[config.mk]
export PLATFORM = sky130hd
export DESIGN_NAME = risc5_io_top
export DESIGN_NICKNAME = d
export VERILOG_FILES = /design/src/risc5_io_pkg.sv /design/src/risc5_io_top.sv /design/src/proc_timers.sv /design/src/lsb_regs.sv /design/src/ms_timer.sv /design/src/io_decode.sv
export SDC_FILE = /design/constraint.sdc
export NUM_CORES = 1
export LEC_CHECK = 0
export BUFFER_PORTS_ARGS = -buffer_cell sky130_fd_sc_hd__buf_2
export CORE_MARGIN = 3
export CORE_UTILIZATION = 30
export CTS_BUF_LIST = sky130_fd_sc_hd__clkbuf_4
export CTS_CLUSTER_SIZE = 30
export DETAILED_ROUTE_END_ITERATION = 6
export PLACE_DENSITY_LB_ADDON = 0.08
export SLEW_MARGIN = 10
export SYNTH_ARGS = -nofsm -noshare
export SYNTH_HDL_FRONTEND = slang
export SYNTH_HIERARCHICAL = 1
export SYNTH_SLANG_ARGS = --single-unit
[constraint.sdc]
create_clock -name clk -period 5.05 [get_ports clk]
set_clock_uncertainty 0.05 [all_clocks]
set_input_delay 0.2525 -clock clk [delete_from_list [all_inputs] [get_ports clk]]
set_output_delay 0.2525 -clock clk [all_outputs]
set_load 0.005 [all_outputs]
[src/risc5_io_pkg.sv]
// --------------------------------------------------
// risc5_io_pkg
// bus widths, memory map and I/O offsets shared by
// the decoder, the devices and the top level
// --------------------------------------------------

package risc5_io_pkg;

  // bus widths
  parameter int adr_w  = 24;
  parameter int word_w = 32;

  // --------------------------------------------------
  // memory map
  // top 8 kB hold PROM, a gap and the I/O blocks
  parameter logic [23:0] prom_base   = 24'hFFE000;
  // PROM window is 2 kB, so 11 offset bits
  parameter int          prom_win_w  = 11;
  // adr[23:13] of the top 8 kB
  parameter int          ram_top_lsb = 13;
  parameter logic [10:0] ram_top_prefix = 11'h7FF;
  // one 256 byte I/O block at 0FFFF00H
  parameter int          io_blk_w  = 8;
  parameter logic [15:0] io_prefix = 16'hFFFF;

  // --------------------------------------------------
  // byte offsets inside the I/O block
  parameter logic [7:0] io_tmr_ofs  = 8'hC0;  // -64
  parameter logic [7:0] io_lsb_ofs  = 8'hC4;  // -60
  parameter logic [7:0] io_ptmr_ofs = 8'h7C;  // -132

  // board I/O counts
  parameter int num_led_g = 8;
  parameter int num_led_r = 10;
  parameter int num_btn   = 4;
  parameter int num_swi   = 10;

  // process timers
  parameter int num_ptimers   = 8;
  parameter int ptmr_period_w = 16;

endpackage
[src/risc5_io_top.sv]
// --------------------------------------------------
// risc5_io_top
// I/O side of the RISC5 system with the address
// decoder, ms timer, LED/switch register and
// process timers
// --------------------------------------------------

`timescale 1ns/10ps

module risc5_io_top #(
  parameter int clock_freq = 20_000_000
) (
  input  logic                               clk,
  input  logic                               rst_n,
  input  logic [risc5_io_pkg::adr_w-1:0]     adr,
  input  logic                               rd,
  input  logic                               wr,
  input  logic [risc5_io_pkg::word_w-1:0]    outbus,
  input  logic [risc5_io_pkg::word_w-1:0]    ram_data,
  input  logic [risc5_io_pkg::word_w-1:0]    prom_data,
  input  logic [risc5_io_pkg::num_btn-1:0]   btn_n,
  input  logic [risc5_io_pkg::num_swi-1:0]   swi,
  output logic                               ram_en,
  output logic                               prom_en,
  output logic [risc5_io_pkg::word_w-1:0]    codebus,
  output logic [risc5_io_pkg::word_w-1:0]    inbus,
  output logic [risc5_io_pkg::num_led_g-1:0] led_g,
  output logic [risc5_io_pkg::num_led_r-1:0] led_r
);

  // device strobes and read words
  logic                            tmr_stb;
  logic                            lsb_stb;
  logic                            ptmr_stb;
  logic                            ms_tick;
  logic [risc5_io_pkg::word_w-1:0] tmr_data;
  logic [risc5_io_pkg::word_w-1:0] lsb_data;
  logic [risc5_io_pkg::word_w-1:0] ptmr_data;

  // address decoding and read muxes
  io_decode decode_0 (
    .adr       (adr),
    .rd        (rd),
    .ram_data  (ram_data),
    .prom_data (prom_data),
    .tmr_data  (tmr_data),
    .lsb_data  (lsb_data),
    .ptmr_data (ptmr_data),
    .ram_en    (ram_en),
    .prom_en   (prom_en),
    .tmr_stb   (tmr_stb),
    .lsb_stb   (lsb_stb),
    .ptmr_stb  (ptmr_stb),
    .codebus   (codebus),
    .inbus     (inbus)
  );

  // ms timer at -64
  ms_timer #(.clock_freq(clock_freq)) tmr_0 (
    .clk      (clk),
    .rst_n    (rst_n),
    .ms_tick  (ms_tick),
    .ms_count (tmr_data)
  );

  // LEDs, switches and buttons at -60
  lsb_regs lsb_0 (
    .clk   (clk),
    .rst_n (rst_n),
    .stb   (lsb_stb),
    .wr    (wr),
    .wdata (outbus),
    .btn_n (btn_n),
    .swi   (swi),
    .led_g (led_g),
    .led_r (led_r),
    .rdata (lsb_data)
  );

  // process periodic timers at -132
  proc_timers ptmr_0 (
    .clk     (clk),
    .rst_n   (rst_n),
    .stb     (ptmr_stb),
    .rd      (rd),
    .wr      (wr),
    .ms_tick (ms_tick),
    .wdata   (outbus),
    .rdata   (ptmr_data)
  );

endmodule

[src/proc_timers.sv]
// --------------------------------------------------
// proc_timers
// periodic millisecond timers for processes, each
// with a sticky ready bit, cleared by a read
// --------------------------------------------------

`timescale 1ns/10ps

module proc_timers (
  input  logic                            clk,
  input  logic                            rst_n,
  input  logic                            stb,
  input  logic                            rd,
  input  logic                            wr,
  input  logic                            ms_tick,
  input  logic [risc5_io_pkg::word_w-1:0] wdata,
  output logic [risc5_io_pkg::word_w-1:0] rdata
);

  localparam int n     = risc5_io_pkg::num_ptimers;
  localparam int per_w = risc5_io_pkg::ptmr_period_w;
  localparam int sel_w = $clog2(n);

  logic [per_w-1:0] period [n];
  logic [per_w-1:0] cnt    [n];
  logic [n-1:0]     ready;
  logic [n-1:0]     hit;
  logic             wr_en;
  logic             rd_clr;
  logic [sel_w-1:0] sel;

  assign wr_en  = stb && wr;
  assign rd_clr = stb && rd;
  // timer number in wdata[2:0]
  assign sel    = wdata[sel_w-1:0];

  // --------------------------------------------------
  // period reached on this tick
  // zero period means the timer is off
  always_comb begin
    for (int i = 0; i < n; i++) begin
      hit[i] = ms_tick && (period[i] != '0) && (cnt[i] == period[i] - per_w'(1));
    end
  end

  // --------------------------------------------------
  // counters, periods and ready bits
  always_ff @(posedge clk) begin
    if (!rst_n) begin
      for (int i = 0; i < n; i++) begin
        period[i] <= '0;
        cnt[i]    <= '0;
      end
      ready <= '0;
    end else begin
      for (int i = 0; i < n; i++) begin
        if (hit[i]) begin
          // set beats a read on the same edge
          ready[i] <= 1'b1;
          cnt[i]   <= '0;
        end else begin
          if (ms_tick && (period[i] != '0)) begin
            cnt[i] <= cnt[i] + 1'b1;
          end
          if (rd_clr) begin
            ready[i] <= 1'b0;
          end
        end
        // new period in wdata[31:16], restarts the count
        if (wr_en && (sel == sel_w'(i))) begin
          period[i] <= wdata[risc5_io_pkg::word_w-1 -: per_w];
          cnt[i]    <= '0;
        end
      end
    end
  end

  assign rdata = {{(risc5_io_pkg::word_w - n){1'b0}}, ready};

endmodule

[src/lsb_regs.sv]
// --------------------------------------------------
// lsb_regs
// green/red LED register, buttons and switches
// through two-stage synchronizers on the read side
// --------------------------------------------------

`timescale 1ns/10ps

module lsb_regs (
  input  logic                               clk,
  input  logic                               rst_n,
  input  logic                               stb,
  input  logic                               wr,
  input  logic [risc5_io_pkg::word_w-1:0]    wdata,
  input  logic [risc5_io_pkg::num_btn-1:0]   btn_n,
  input  logic [risc5_io_pkg::num_swi-1:0]   swi,
  output logic [risc5_io_pkg::num_led_g-1:0] led_g,
  output logic [risc5_io_pkg::num_led_r-1:0] led_r,
  output logic [risc5_io_pkg::word_w-1:0]    rdata
);

  // zero fill above switches and buttons
  localparam int pad_w = risc5_io_pkg::word_w - risc5_io_pkg::num_swi
                         - risc5_io_pkg::num_btn;

  logic [risc5_io_pkg::num_btn-1:0] btn_s1;
  logic [risc5_io_pkg::num_btn-1:0] btn_s2;
  logic [risc5_io_pkg::num_swi-1:0] swi_s1;
  logic [risc5_io_pkg::num_swi-1:0] swi_s2;

  // --------------------------------------------------
  // LED register
  // green in wdata[7:0], red in wdata[17:8]
  always_ff @(posedge clk) begin
    if (!rst_n) begin
      led_g <= '0;
      led_r <= '0;
    end else if (stb && wr) begin
      led_g <= wdata[risc5_io_pkg::num_led_g-1:0];
      led_r <= wdata[risc5_io_pkg::num_led_g +: risc5_io_pkg::num_led_r];
    end
  end

  // --------------------------------------------------
  // input synchronizers
  // buttons are active low on the board
  always_ff @(posedge clk) begin
    btn_s1 <= ~btn_n;
    btn_s2 <= btn_s1;
  end

  always_ff @(posedge clk) begin
    swi_s1 <= swi;
    swi_s2 <= swi_s1;
  end

  // switches in [13:4], buttons in [3:0]
  assign rdata = {{pad_w{1'b0}}, swi_s2, btn_s2};

endmodule

[src/ms_timer.sv]
// --------------------------------------------------
// ms_timer
// millisecond prescaler with a one-cycle tick and
// a running millisecond count since reset
// --------------------------------------------------

`timescale 1ns/10ps

module ms_timer #(
  parameter int clock_freq = 20_000_000
) (
  input  logic                            clk,
  input  logic                            rst_n,
  output logic                            ms_tick,
  output logic [risc5_io_pkg::word_w-1:0] ms_count
);

  // clocks per millisecond
  localparam int div     = clock_freq / 1000;
  localparam int presc_w = (div > 1) ? $clog2(div) : 1;

  logic [presc_w-1:0] presc;

  // --------------------------------------------------
  // tick on the last prescaler state
  // prescaler wraps and count steps on the same edge
  assign ms_tick = (presc == presc_w'(div - 1));

  always_ff @(posedge clk) begin
    if (!rst_n) begin
      presc <= '0;
    end else if (ms_tick) begin
      presc <= '0;
    end else begin
      presc <= presc + 1'b1;
    end
  end

  // --------------------------------------------------
  // elapsed milliseconds, also the read word
  // wraps after about 49 days
  always_ff @(posedge clk) begin
    if (!rst_n) begin
      ms_count <= '0;
    end else if (ms_tick) begin
      ms_count <= ms_count + 1'b1;
    end
  end

endmodule

[src/io_decode.sv]
// --------------------------------------------------
// io_decode
// memory map decoding of the RAM/PROM/I/O strobes,
// the codebus and inbus selection and the I/O read mux
// --------------------------------------------------

`timescale 1ns/10ps

module io_decode (
  input  logic [risc5_io_pkg::adr_w-1:0]  adr,
  input  logic                            rd,
  input  logic [risc5_io_pkg::word_w-1:0] ram_data,
  input  logic [risc5_io_pkg::word_w-1:0] prom_data,
  input  logic [risc5_io_pkg::word_w-1:0] tmr_data,
  input  logic [risc5_io_pkg::word_w-1:0] lsb_data,
  input  logic [risc5_io_pkg::word_w-1:0] ptmr_data,
  output logic                            ram_en,
  output logic                            prom_en,
  output logic                            tmr_stb,
  output logic                            lsb_stb,
  output logic                            ptmr_stb,
  output logic [risc5_io_pkg::word_w-1:0] codebus,
  output logic [risc5_io_pkg::word_w-1:0] inbus
);

  logic                            io_en;
  logic [risc5_io_pkg::word_w-1:0] io_rdata;

  // --------------------------------------------------
  // region strobes
  // everything below the top 8 kB is RAM
  assign ram_en = (adr[risc5_io_pkg::adr_w-1:risc5_io_pkg::ram_top_lsb]
                   != risc5_io_pkg::ram_top_prefix);

  // 2 kB boot PROM window at the CPU start address
  assign prom_en = (adr[risc5_io_pkg::adr_w-1:risc5_io_pkg::prom_win_w]
                    == risc5_io_pkg::prom_base[risc5_io_pkg::adr_w-1:risc5_io_pkg::prom_win_w]);

  // 256 byte I/O block of 64 words
  assign io_en = (adr[risc5_io_pkg::adr_w-1:risc5_io_pkg::io_blk_w]
                  == risc5_io_pkg::io_prefix);

  // --------------------------------------------------
  // device strobes, one word each
  // word granular match with byte lanes ignored
  assign tmr_stb  = io_en && (adr[7:2] == risc5_io_pkg::io_tmr_ofs[7:2]);
  assign lsb_stb  = io_en && (adr[7:2] == risc5_io_pkg::io_lsb_ofs[7:2]);
  assign ptmr_stb = io_en && (adr[7:2] == risc5_io_pkg::io_ptmr_ofs[7:2]);

  // --------------------------------------------------
  // I/O read mux
  // unmapped words and idle cycles read as zero
  always_comb begin
    io_rdata = '0;
    if (rd) begin
      if (tmr_stb) begin
        io_rdata = tmr_data;
      end else if (lsb_stb) begin
        io_rdata = lsb_data;
      end else if (ptmr_stb) begin
        io_rdata = ptmr_data;
      end
    end
  end

  // code fetches from PROM while in its window
  assign codebus = prom_en ? prom_data : ram_data;

  // data reads from the I/O block or RAM
  assign inbus = io_en ? io_rdata : ram_data;

endmodule

==> run_results.csv, run 1 <==
group,metric,value,unit
critical_path,crit_path_start_kind,"flop",
global_routing,grt_overflow,0,
clock_network,cts-root-buf,"clkbuf_4",
sta,hold_viol_final,0,
clock_network,clock_path_buffers,3,
placement,hpwl,50440,um
routing,totalWireLength,73140,um
placement,placed_cell_area,24540,sq um
power_and_ir_drop,power_switching_share,27.99,%
critical_path,cp.arrival,4.08,ns
clock_network,numCtsBuffers,103,
yosys,synth_area,22790,sq um
min_path,hold_class,"in -> reg",
die,initial_core_util,30.45,%
layout,area_delta_synth_final,16.75,%
sta,rsz0062_at_grt,"no",
layout,fin_cells,3774,
global_routing,gr-max-usage-layer,"met2",
die,die_h,281.6,um
critical_path,path_buf_inv,0,
yosys,syn_inst,2440,
placement,place.gp.congestion,0.8467,
global_routing,antenna_found_initial,4,
global_routing,grt_pass1_vias,19360,
clock_network,postCtsHoldBufs,73,
run_status,status,"complete, no violations",
die,die_w,281.6,um
routing,drt-vias-per-instance,5.267,
clock_network,cts-htree-levels,3,
critical_path,crit_fanout,17,
clock_network,tritoncts,"yes",
layout,drive_gt1_share,18.81,%
sta,slew_headroom,18.37,%
die,rows,100,
yosys,synth_warnings,6,
power_and_ir_drop,peakVddDrop,0.1440,mV
routing,route.detailed.drc,0,
critical_path,setup.worst_path.end_class,"flop",
power_and_ir_drop,seqPwrFrac,49.7,%
critical_path,crit_type,"reg -> reg",
sta,max_freq,279.5,MHz
die,ios,222,
placement,port_buffers,219,
global_routing,grt.met3_usage,2.915,%
sta,finalCriticalPeriod,3.578,ns
power_and_ir_drop,power_density,258.6,nW/um^2
routing,drtPass1Iterations,7,
yosys,avgSynthCellArea,9.339,sq um
power_and_ir_drop,power.switching,1.926,mW
critical_path,crit_required,5.55,ns
layout,finalNetCount,2873,
routing,wl_per_cell,19.38,um
layout,finalInstanceArea,26600,sq um
die,core_area,74820,sq um
placement,dp_cells,3508,
critical_path,crit_family,"simple AND/OR/NAND/NOR gates",
power_and_ir_drop,p_int,4.955,mW
clock_network,post-cts-setup-buffers,0,
placement,place_ws,1.016,ns
global_routing,grt_use_met2,29.40,%
power_and_ir_drop,p_clk_share,40.0,%
global_routing,met1_usage,24.56,%
sta,worst_slack,1.472,ns
clock_network,insertion_delay,0.88,ns
sta,drv_slew,0,
routing,drtIter0Drc,1275,
critical_path,slowest_stage,"a211oi_2",
die,dieArea,79300,sq um
sta,setup_viol,0,
sta,worst_pin_slew,1.218,ns
critical_path,crit_chain,"nor4_1, nand2b_1, or3_1, or4_1, a211oi_2, a211oi_1",
min_path,hold_path_depth,3,
clock_network,cts_sinks,357,
critical_path,max_stage_delay,0.95,ns
clock_network,cts.clk_slew.worst_paths,0.07,ns
critical_path,crit_cells,6,
routing,vias,19880,
power_and_ir_drop,leakage,8.944,nW
critical_path,reg2reg_depth,6,
run,maxCapViolCount,0,
global_routing,grt_pass1_wl,112900,um
power_and_ir_drop,comb_power_share,10.4,%
clock_network,cts_resized,0,
routing,ant_nets,0,
global_routing,grt_usage,18.10,%
sta,whs,0.09603,ns
sta,tns,0,ns
global_routing,grt_max_degree,65,
sta,fin_crit_sh,70.85,%
[registers in the layout, indices dropped and copies added, names as in the netlist]
register        count
tmr_0/ms_count     32
tmr_0/presc        15
ptmr_0/cnt        128
lsb_0/btn_s1        4
lsb_0/btn_s2        4
ptmr_0/period     128
lsb_0/swi_s1       10
lsb_0/led_g         8
lsb_0/swi_s2       10
ptmr_0/ready        8
lsb_0/led_r        10
[layout by cell type, fill, tap and decap left out, drive strengths merged, types with 32 or more instances in the layout]
master       instances
nand3              114
nor4               131
xnor2              155
xor2               109
edfxtp             256
o21ai               77
clkinv              39
o41a                32
or4                 33
dfxtp              101
clkbuf             147
buf                252
nand4              110
conb                42
nand2              204
nor3               129
a21oi              110
nor2               189
dlygate4sd3         73
inv                 70
mux2                34
[per-stage QoR]
stage	util [%]	total power [mW]
floorplan	-	3.895
global placement	32.79	4.149
detailed placement	32.79	4.160
CTS	35.54	7.035
global route	35.55	7.275
finish	35.56	6.880
[final cells by class]
type,instances,area [sq um]
multi-input combinational,1860,12010
antenna,4,10.01
clock inverter,42,222.7
clock buffer,147,1104
sequential,357,9709
timing repair buffer,325,2077
inverter,70,262.8
tap,969,1212
fill,7697,48220
[tightest hold or removal path, cell delays in order]
cell and delay, ns:
buf_2 0.08, nand2_1 0.35, nor2_1 0.21
[layer usage]
layer	vias up	part of all wire [%]
met5	-	0.016
met4	2	2.4
met3	113	4.9
met2	473	46
met1	9606	46
li1	9683	-
[power groups by stage]
stage | Sequential (mW) | Combinational (mW) | Clock (mW)
floorplan | 3.41 | 0.485 | 0
global placement | 3.48 | 0.671 | 0
detailed placement | 3.48 | 0.683 | 0
CTS | 3.42 | 0.718 | 2.90
global route | 3.44 | 0.788 | 3.05
finish | 3.42 | 0.713 | 2.75
[path summary, 6_finish.rpt]
check	to	slack, ns	from
setup / recovery	ptmr_0/cnt[1][0]$_SDFFCE_PP0P_	1.47	ptmr_0/period[1][7]$_SDFFCE_PN0P_
hold / removal	ptmr_0/period[0][58]$_SDFFCE_PN0P_	0.1	outbus[26]
setup reg to reg	ptmr_0/cnt[1][0]$_SDFFCE_PP0P_	1.47	ptmr_0/period[1][7]$_SDFFCE_PN0P_
hold reg to reg	lsb_0/btn_s2[2]$_DFF_P_	0.27	lsb_0/btn_s1[2]$_DFF_P_
Note: power is estimated with default switching activity, not from simulation.
==> inputs of run 2 (changes only) <==
- clock period: 5.05 -> 3 ns (I/O delays scaled with it)
==> run 2 against run 1 <==
Compared with the run above: clock-buffer cell count decreased by 7; setup slack got worse by 1.4 ns; global-route usage increased by 0.23 points.
==> run_results.csv, run 2 (synthesized netlist as in run 1, its figures left out) <==
group,metric,value,unit
routing,drtPass1Iterations,5,
critical_path,crit_type,"reg -> reg",
layout,area_delta_synth_final,23.63,%
layout,finalInstanceArea,28170,sq um
clock_network,cts.clk_slew.worst_paths,0.07,ns
placement,place_ws,-0.01356,ns
power_and_ir_drop,peakVddDrop,0.2668,mV
routing,drt-vias-per-instance,5.270,
clock_network,cts_sinks,357,
clock_network,cts-root-buf,"clkbuf_4",
critical_path,r2r-start,"ptmr_0/period[0][34]$_SDFFCE_PN0P_",
critical_path,crit_required,3.55,ns
routing,route.detailed.drc,0,
critical_path,cp.arrival,3.47,ns
layout,regArea,9709,sq um
layout,finalNetCount,3018,
power_and_ir_drop,leakage,9.774,nW
global_routing,grt_overflow,0,
layout,final_util,37.65,%
sta,slew_headroom,45.68,%
placement,port_buffers,219,
clock_network,cts-htree-levels,3,
clock_network,numCtsBuffers,103,
global_routing,grt_usage,18.33,%
layout,multi_input_area,12160,sq um
min_path,hold_class,"in -> reg",
layout,fillCellCount,7654,
routing,ant_nets,0,
sta,drv_slew,0,
die,core_area,74820,sq um
routing,drtIter0Drc,1366,
routing,wl_per_cell,19.07,um
sta,finalCriticalPeriod,2.929,ns
power_and_ir_drop,power_density,418.8,nW/um^2
die,die_h,281.6,um
critical_path,setup.worst_path.start,"ptmr_0/period[0][34]$_SDFFCE_PN0P_",
layout,layout_commonest_cell,"edfxtp_1",
sta,hold_viol_final,0,
power_and_ir_drop,p_total,11.80,mW
global_routing,grt_pass1_wl,114700,um
layout,fin_cells,3911,
layout,drive_gt1_share,22.24,%
die,ios,222,
die,rows,100,
clock_network,tritoncts,"yes",
routing,vias,20610,
placement,placed_cell_area,25630,sq um
sta,max_freq,341.5,MHz
run_status,status,"complete, no violations",
sta,fin_crit_sh,97.62,%
critical_path,setup.worst_path.end_class,"flop",
clock_network,clock_path_buffers,3,
global_routing,grt_max_degree,65,
global_routing,antenna_found_initial,5,
run,maxCapViolCount,0,
placement,dp_cells,3615,
clock_network,insertion_delay,0.90,ns
layout,final_cell_mix,"edfxtp_1 (256), buf_2 (218), nand2_1 (202)",
sta,worst_slack,0.07140,ns
die,initial_core_util,30.45,%
sta,setup_viol,0,
global_routing,grt_pass1_vias,20110,
routing,totalWireLength,74590,um
die,dieArea,79300,sq um
layout,top_regs,"ptmr_0/cnt (128), ptmr_0/period (128), tmr_0/ms_count (32)",
die,die_w,281.6,um
critical_path,crit_fanout,8,
placement,hpwl,52040,um
critical_path,crit_path_start_kind,"flop",
sta,worst_pin_slew,0.8149,ns
min_path,hp-start,"outbus[18]",
placement,place.gp.congestion,0.8455,
run 2: cell types whose count changed in the layout (fill, tap and decap cells not counted), sizes merged, moves of 2 or more:
cell | before | now
clkinv | 39 | 34
diode | 4 | 6
bufinv | 1 | 3
dlygate4sd3 | 73 | 104
buf | 252 | 366
clkbuf | 147 | 140
run 2: metrics by stage:
stage / setup TNS [ns] / hold WS (ns)
2_1_floorplan: -1.376 / 0.1277
3_3_place_gp: 0 / 0.2056
3_5_place_dp: -0.03384 / 0.2041
4_1_cts: 0 / 0.006593
5_1_grt: -0.002834 / 0.02533
6_report: 0 / 0.09826
run 2: power breakdown:
group | internal, mW | switching (mW)
Clock | 2.41 | 2.29
Combinational | 0.615 | 0.767
Sequential | 5.48 | 0.234
Total | 8.50 | 3.29
run 2: timing repair:
item / CTS / global route
gates resized for setup: 5 / 25
setup endpoints to repair: 14 / 95
hold buffers: 104 / 0
buffers inserted: 3 / 4
hold endpoints to repair: 280 / 0
pin swaps: 2 / 5
run 2: routing by layer:
metal  wire length (um)  share of wire, %  global-route usage [%]
met1              34700                47                   24.96
met2              34540                46                   29.83
met3               3665               4.9                   3.238
met4               1690               2.3                   5.344
met5                  0                 0                       0
run 2: critical path, stage by stage, from the launching register on:
cell	delay, ns
edfxtp_1	0.40
or4_4	0.55
or2_2	0.39
o31a_2	0.31
a2111o_1	0.38
nor4_4	0.17
buf_4	0.18
buf_6	0.14
a21oi_1	0.07
run 2: final cells by class:
type / instances / area share, %
clock inverters: 39 / 0.8705
diodes: 6 / 0.05330
repair buffers: 470 / 12.48
flip-flops and latches: 357 / 34.46
well taps: 969 / 4.304
clock buffers: 140 / 3.731
multi-input cells: 1860 / 43.16
inverters: 70 / 0.9327
run 2: worst paths after layout:
| check | slack, ns | endpoint | depth (start not counted) |
|---|---|---|---|
| max reg2reg | 0.07 | ptmr_0/cnt[0][33]$_SDFFCE_PP0P_ | 8 |
| min | 0.1 | ptmr_0/period[1][18]$_SDFFCE_PN0P_ | 3 |
| max | 0.07 | ptmr_0/cnt[0][33]$_SDFFCE_PP0P_ | 8 |
| min reg2reg | 0.26 | lsb_0/btn_s2[0]$_DFF_P_ | 0 |
==> inputs of run 3 (changes only) <==
- CORE_UTILIZATION: 30 -> 45
- RECOVER_POWER: not set -> 25
- SLEW_MARGIN: 10 -> 40
==> run 3 against run 2 <==
Compared with the run above: hold slack improved by 0.0039 ns; final cell count decreased by 8.4%; sequential power hardly changed; via count about the same; total power decreased by 1.2%; routed wire length is 11% lower; critical path depth unchanged; final area shrank 2.7%; combinational power decreased by 5%; critical path type unchanged; largest cell class unchanged.
==> run_results.csv, run 3 (synthesized netlist as in run 1, its figures left out) <==
group,metric,value,unit
critical_path,setup.worst_path.end_class,"flop",
global_routing,grt_overflow,0,
global_routing,grt_usage,24.37,%
clock_network,cts.clk_slew.worst_paths,0.06,ns
global_routing,grt_pass1_wl,106300,um
routing,drt-vias-per-instance,5.746,
critical_path,max_stage_delay,0.55,ns
sta,fin_crit_sh,98.04,%
clock_network,cts_sinks,357,
placement,place_ws,-0.1090,ns
sta,worst_pin_slew,0.8781,ns
critical_path,slowest_stage,"or4_4",
placement,placed_cell_area,24840,sq um
sta,hold_viol_final,0,
die,die_h,231.0,um
critical_path,crit_required,3.52,ns
power_and_ir_drop,leakage,9.547,nW
sta,finalCriticalPeriod,2.941,ns
layout,finalNetCount,2991,
sta,setup_viol,0,
layout,drive_gt1_share,20.77,%
layout,top_regs,"ptmr_0/cnt (128), ptmr_0/period (128), tmr_0/ms_count (32)",
placement,place.gp.congestion,0.8542,
die,rows,81,
clock_network,numCtsBuffers,99,
routing,ant_nets,0,
routing,drtIter0Drc,1303,
critical_path,crit_path_start_kind,"flop",
critical_path,setup.worst_path.start,"ptmr_0/period[0][34]$_SDFFCE_PN0P_",
run,maxCapViolCount,0,
power_and_ir_drop,p_total,11.66,mW
critical_path,path_buf_inv,2,
clock_network,tritoncts,"yes",
clock_network,clock_path_buffers,3,
die,dieArea,53370,sq um
sta,max_freq,340.0,MHz
placement,port_buffers,219,
sta,slew_headroom,41.46,%
power_and_ir_drop,peakVddDrop,0.3244,mV
critical_path,crit_family,"simple AND/OR/NAND/NOR gates",
layout,area_delta_synth_final,20.31,%
global_routing,grt_pass1_vias,20310,
die,die_w,231.0,um
global_routing,grt_max_degree,84,
clock_network,insertion_delay,0.83,ns
clock_network,cts-htree-levels,3,
min_path,hold_class,"in -> reg",
layout,layout_commonest_cell,"edfxtp_1",
sta,tns,0,ns
critical_path,crit_fanout,6,
routing,route.detailed.drc,0,
sta,drv_slew,0,
routing,vias,20590,
routing,totalWireLength,66220,um
critical_path,r2r-start,"ptmr_0/period[0][34]$_SDFFCE_PN0P_",
die,core_area,49460,sq um
critical_path,cp.arrival,3.46,ns
layout,finalInstanceArea,27420,sq um
critical_path,crit_type,"reg -> reg",
run_status,status,"complete, no violations",
routing,wl_per_cell,18.48,um
placement,hpwl,43980,um
routing,drtPass1Iterations,5,
clock_network,cts-root-buf,"clkbuf_4",
die,ios,222,
critical_path,crit_chain,"or4_4, or4b_4, and2_1, a2111o_1, nor4_4, buf_6, buf_4, a21oi_1",
global_routing,antenna_found_initial,2,
die,initial_core_util,46.07,%
layout,final_util,55.43,%
sta,worst_slack,0.05873,ns
min_path,hp-start,"outbus[30]",
power_and_ir_drop,power_density,425.4,nW/um^2
layout,final_cell_mix,"edfxtp_1 (256), buf_2 (217), nand2_1 (204)",
-- run 3: changes by cell type in the layout (fill, tap and decap cells not counted), moves of 4 or more --
cell           previous run  this run
buf_4                   124        99
clkinv_1                 29        34
dlygate4sd3_1           104       113
nor3_1                  120       124
buf_12                   21         8
clkbuf_4                140       136
clkbuf_1                  0         7
-- run 3: power breakdown --
group / total [mW] / internal (mW) / switching, mW
Clock: 4.64 / 2.46 / 2.18
Sequential: 5.71 / 5.48 / 0.234
Combinational: 1.31 / 0.582 / 0.729
-- run 3: final timing paths --
check             slack (ns)  cells past startpoint                                  to
hold / removal          0.10                      3  ptmr_0/period[0][62]$_SDFFCE_PN0P_
setup / recovery        0.06                      8     ptmr_0/cnt[0][47]$_SDFFCE_PP0P_
hold reg to reg         0.28                      0             lsb_0/btn_s2[0]$_DFF_P_
setup reg to reg        0.06                      8     ptmr_0/cnt[0][47]$_SDFFCE_PP0P_
-- run 3: cell type report --
cell class | instances | area (sq um)
Antenna cell | 3 | 7.507
Clock buffer | 136 | 1021
Clock inverter | 47 | 296.5
Fill cell | 4510 | 22040
Inverter | 70 | 262.8
Multi-Input combinational cell | 1860 | 12100
Sequential cell | 357 | 9709
Tap cell | 664 | 830.8
Timing Repair Buffer | 447 | 3188
-- run 3: worst reg2reg max path: cells and delay by family (launching register included) --
family	cells	cell delay [ns]
compound gates	2	0.47
buf+inv	2	0.31
flops	1	0.40
simple gates	4	1.45
-- run 3: per-stage QoR --
stage               hold WS [ns]  cells
floorplan                 0.1277   2480
global placement          0.2057   3277
detailed placement        0.2036   3277
CTS                      0.04990   3573
global route             0.04073   3584
finish                    0.1022   3584
-- run 3: timing repair --
| action | 4_1_cts | 5_1_grt |
|---|---|---|
| hold endpoints to repair | 175 | 0 |
| hold buffers | 113 | 0 |
| setup endpoints to repair | 16 | 77 |
| gates cloned | 0 | 1 |
| gates resized for setup | 1 | 22 |
| buffers inserted | 0 | 7 |
| pin swaps | 0 | 11 |
-- run 3: routing by layer --
metal	vias to the layer above	GRT usage [%]	wire length, um
met5	-	0	0
met4	0	8.503	1763
met3	133	4.634	3533
met2	596	41.03	31870
met1	9957	31.49	29050
li1	9906	-	-
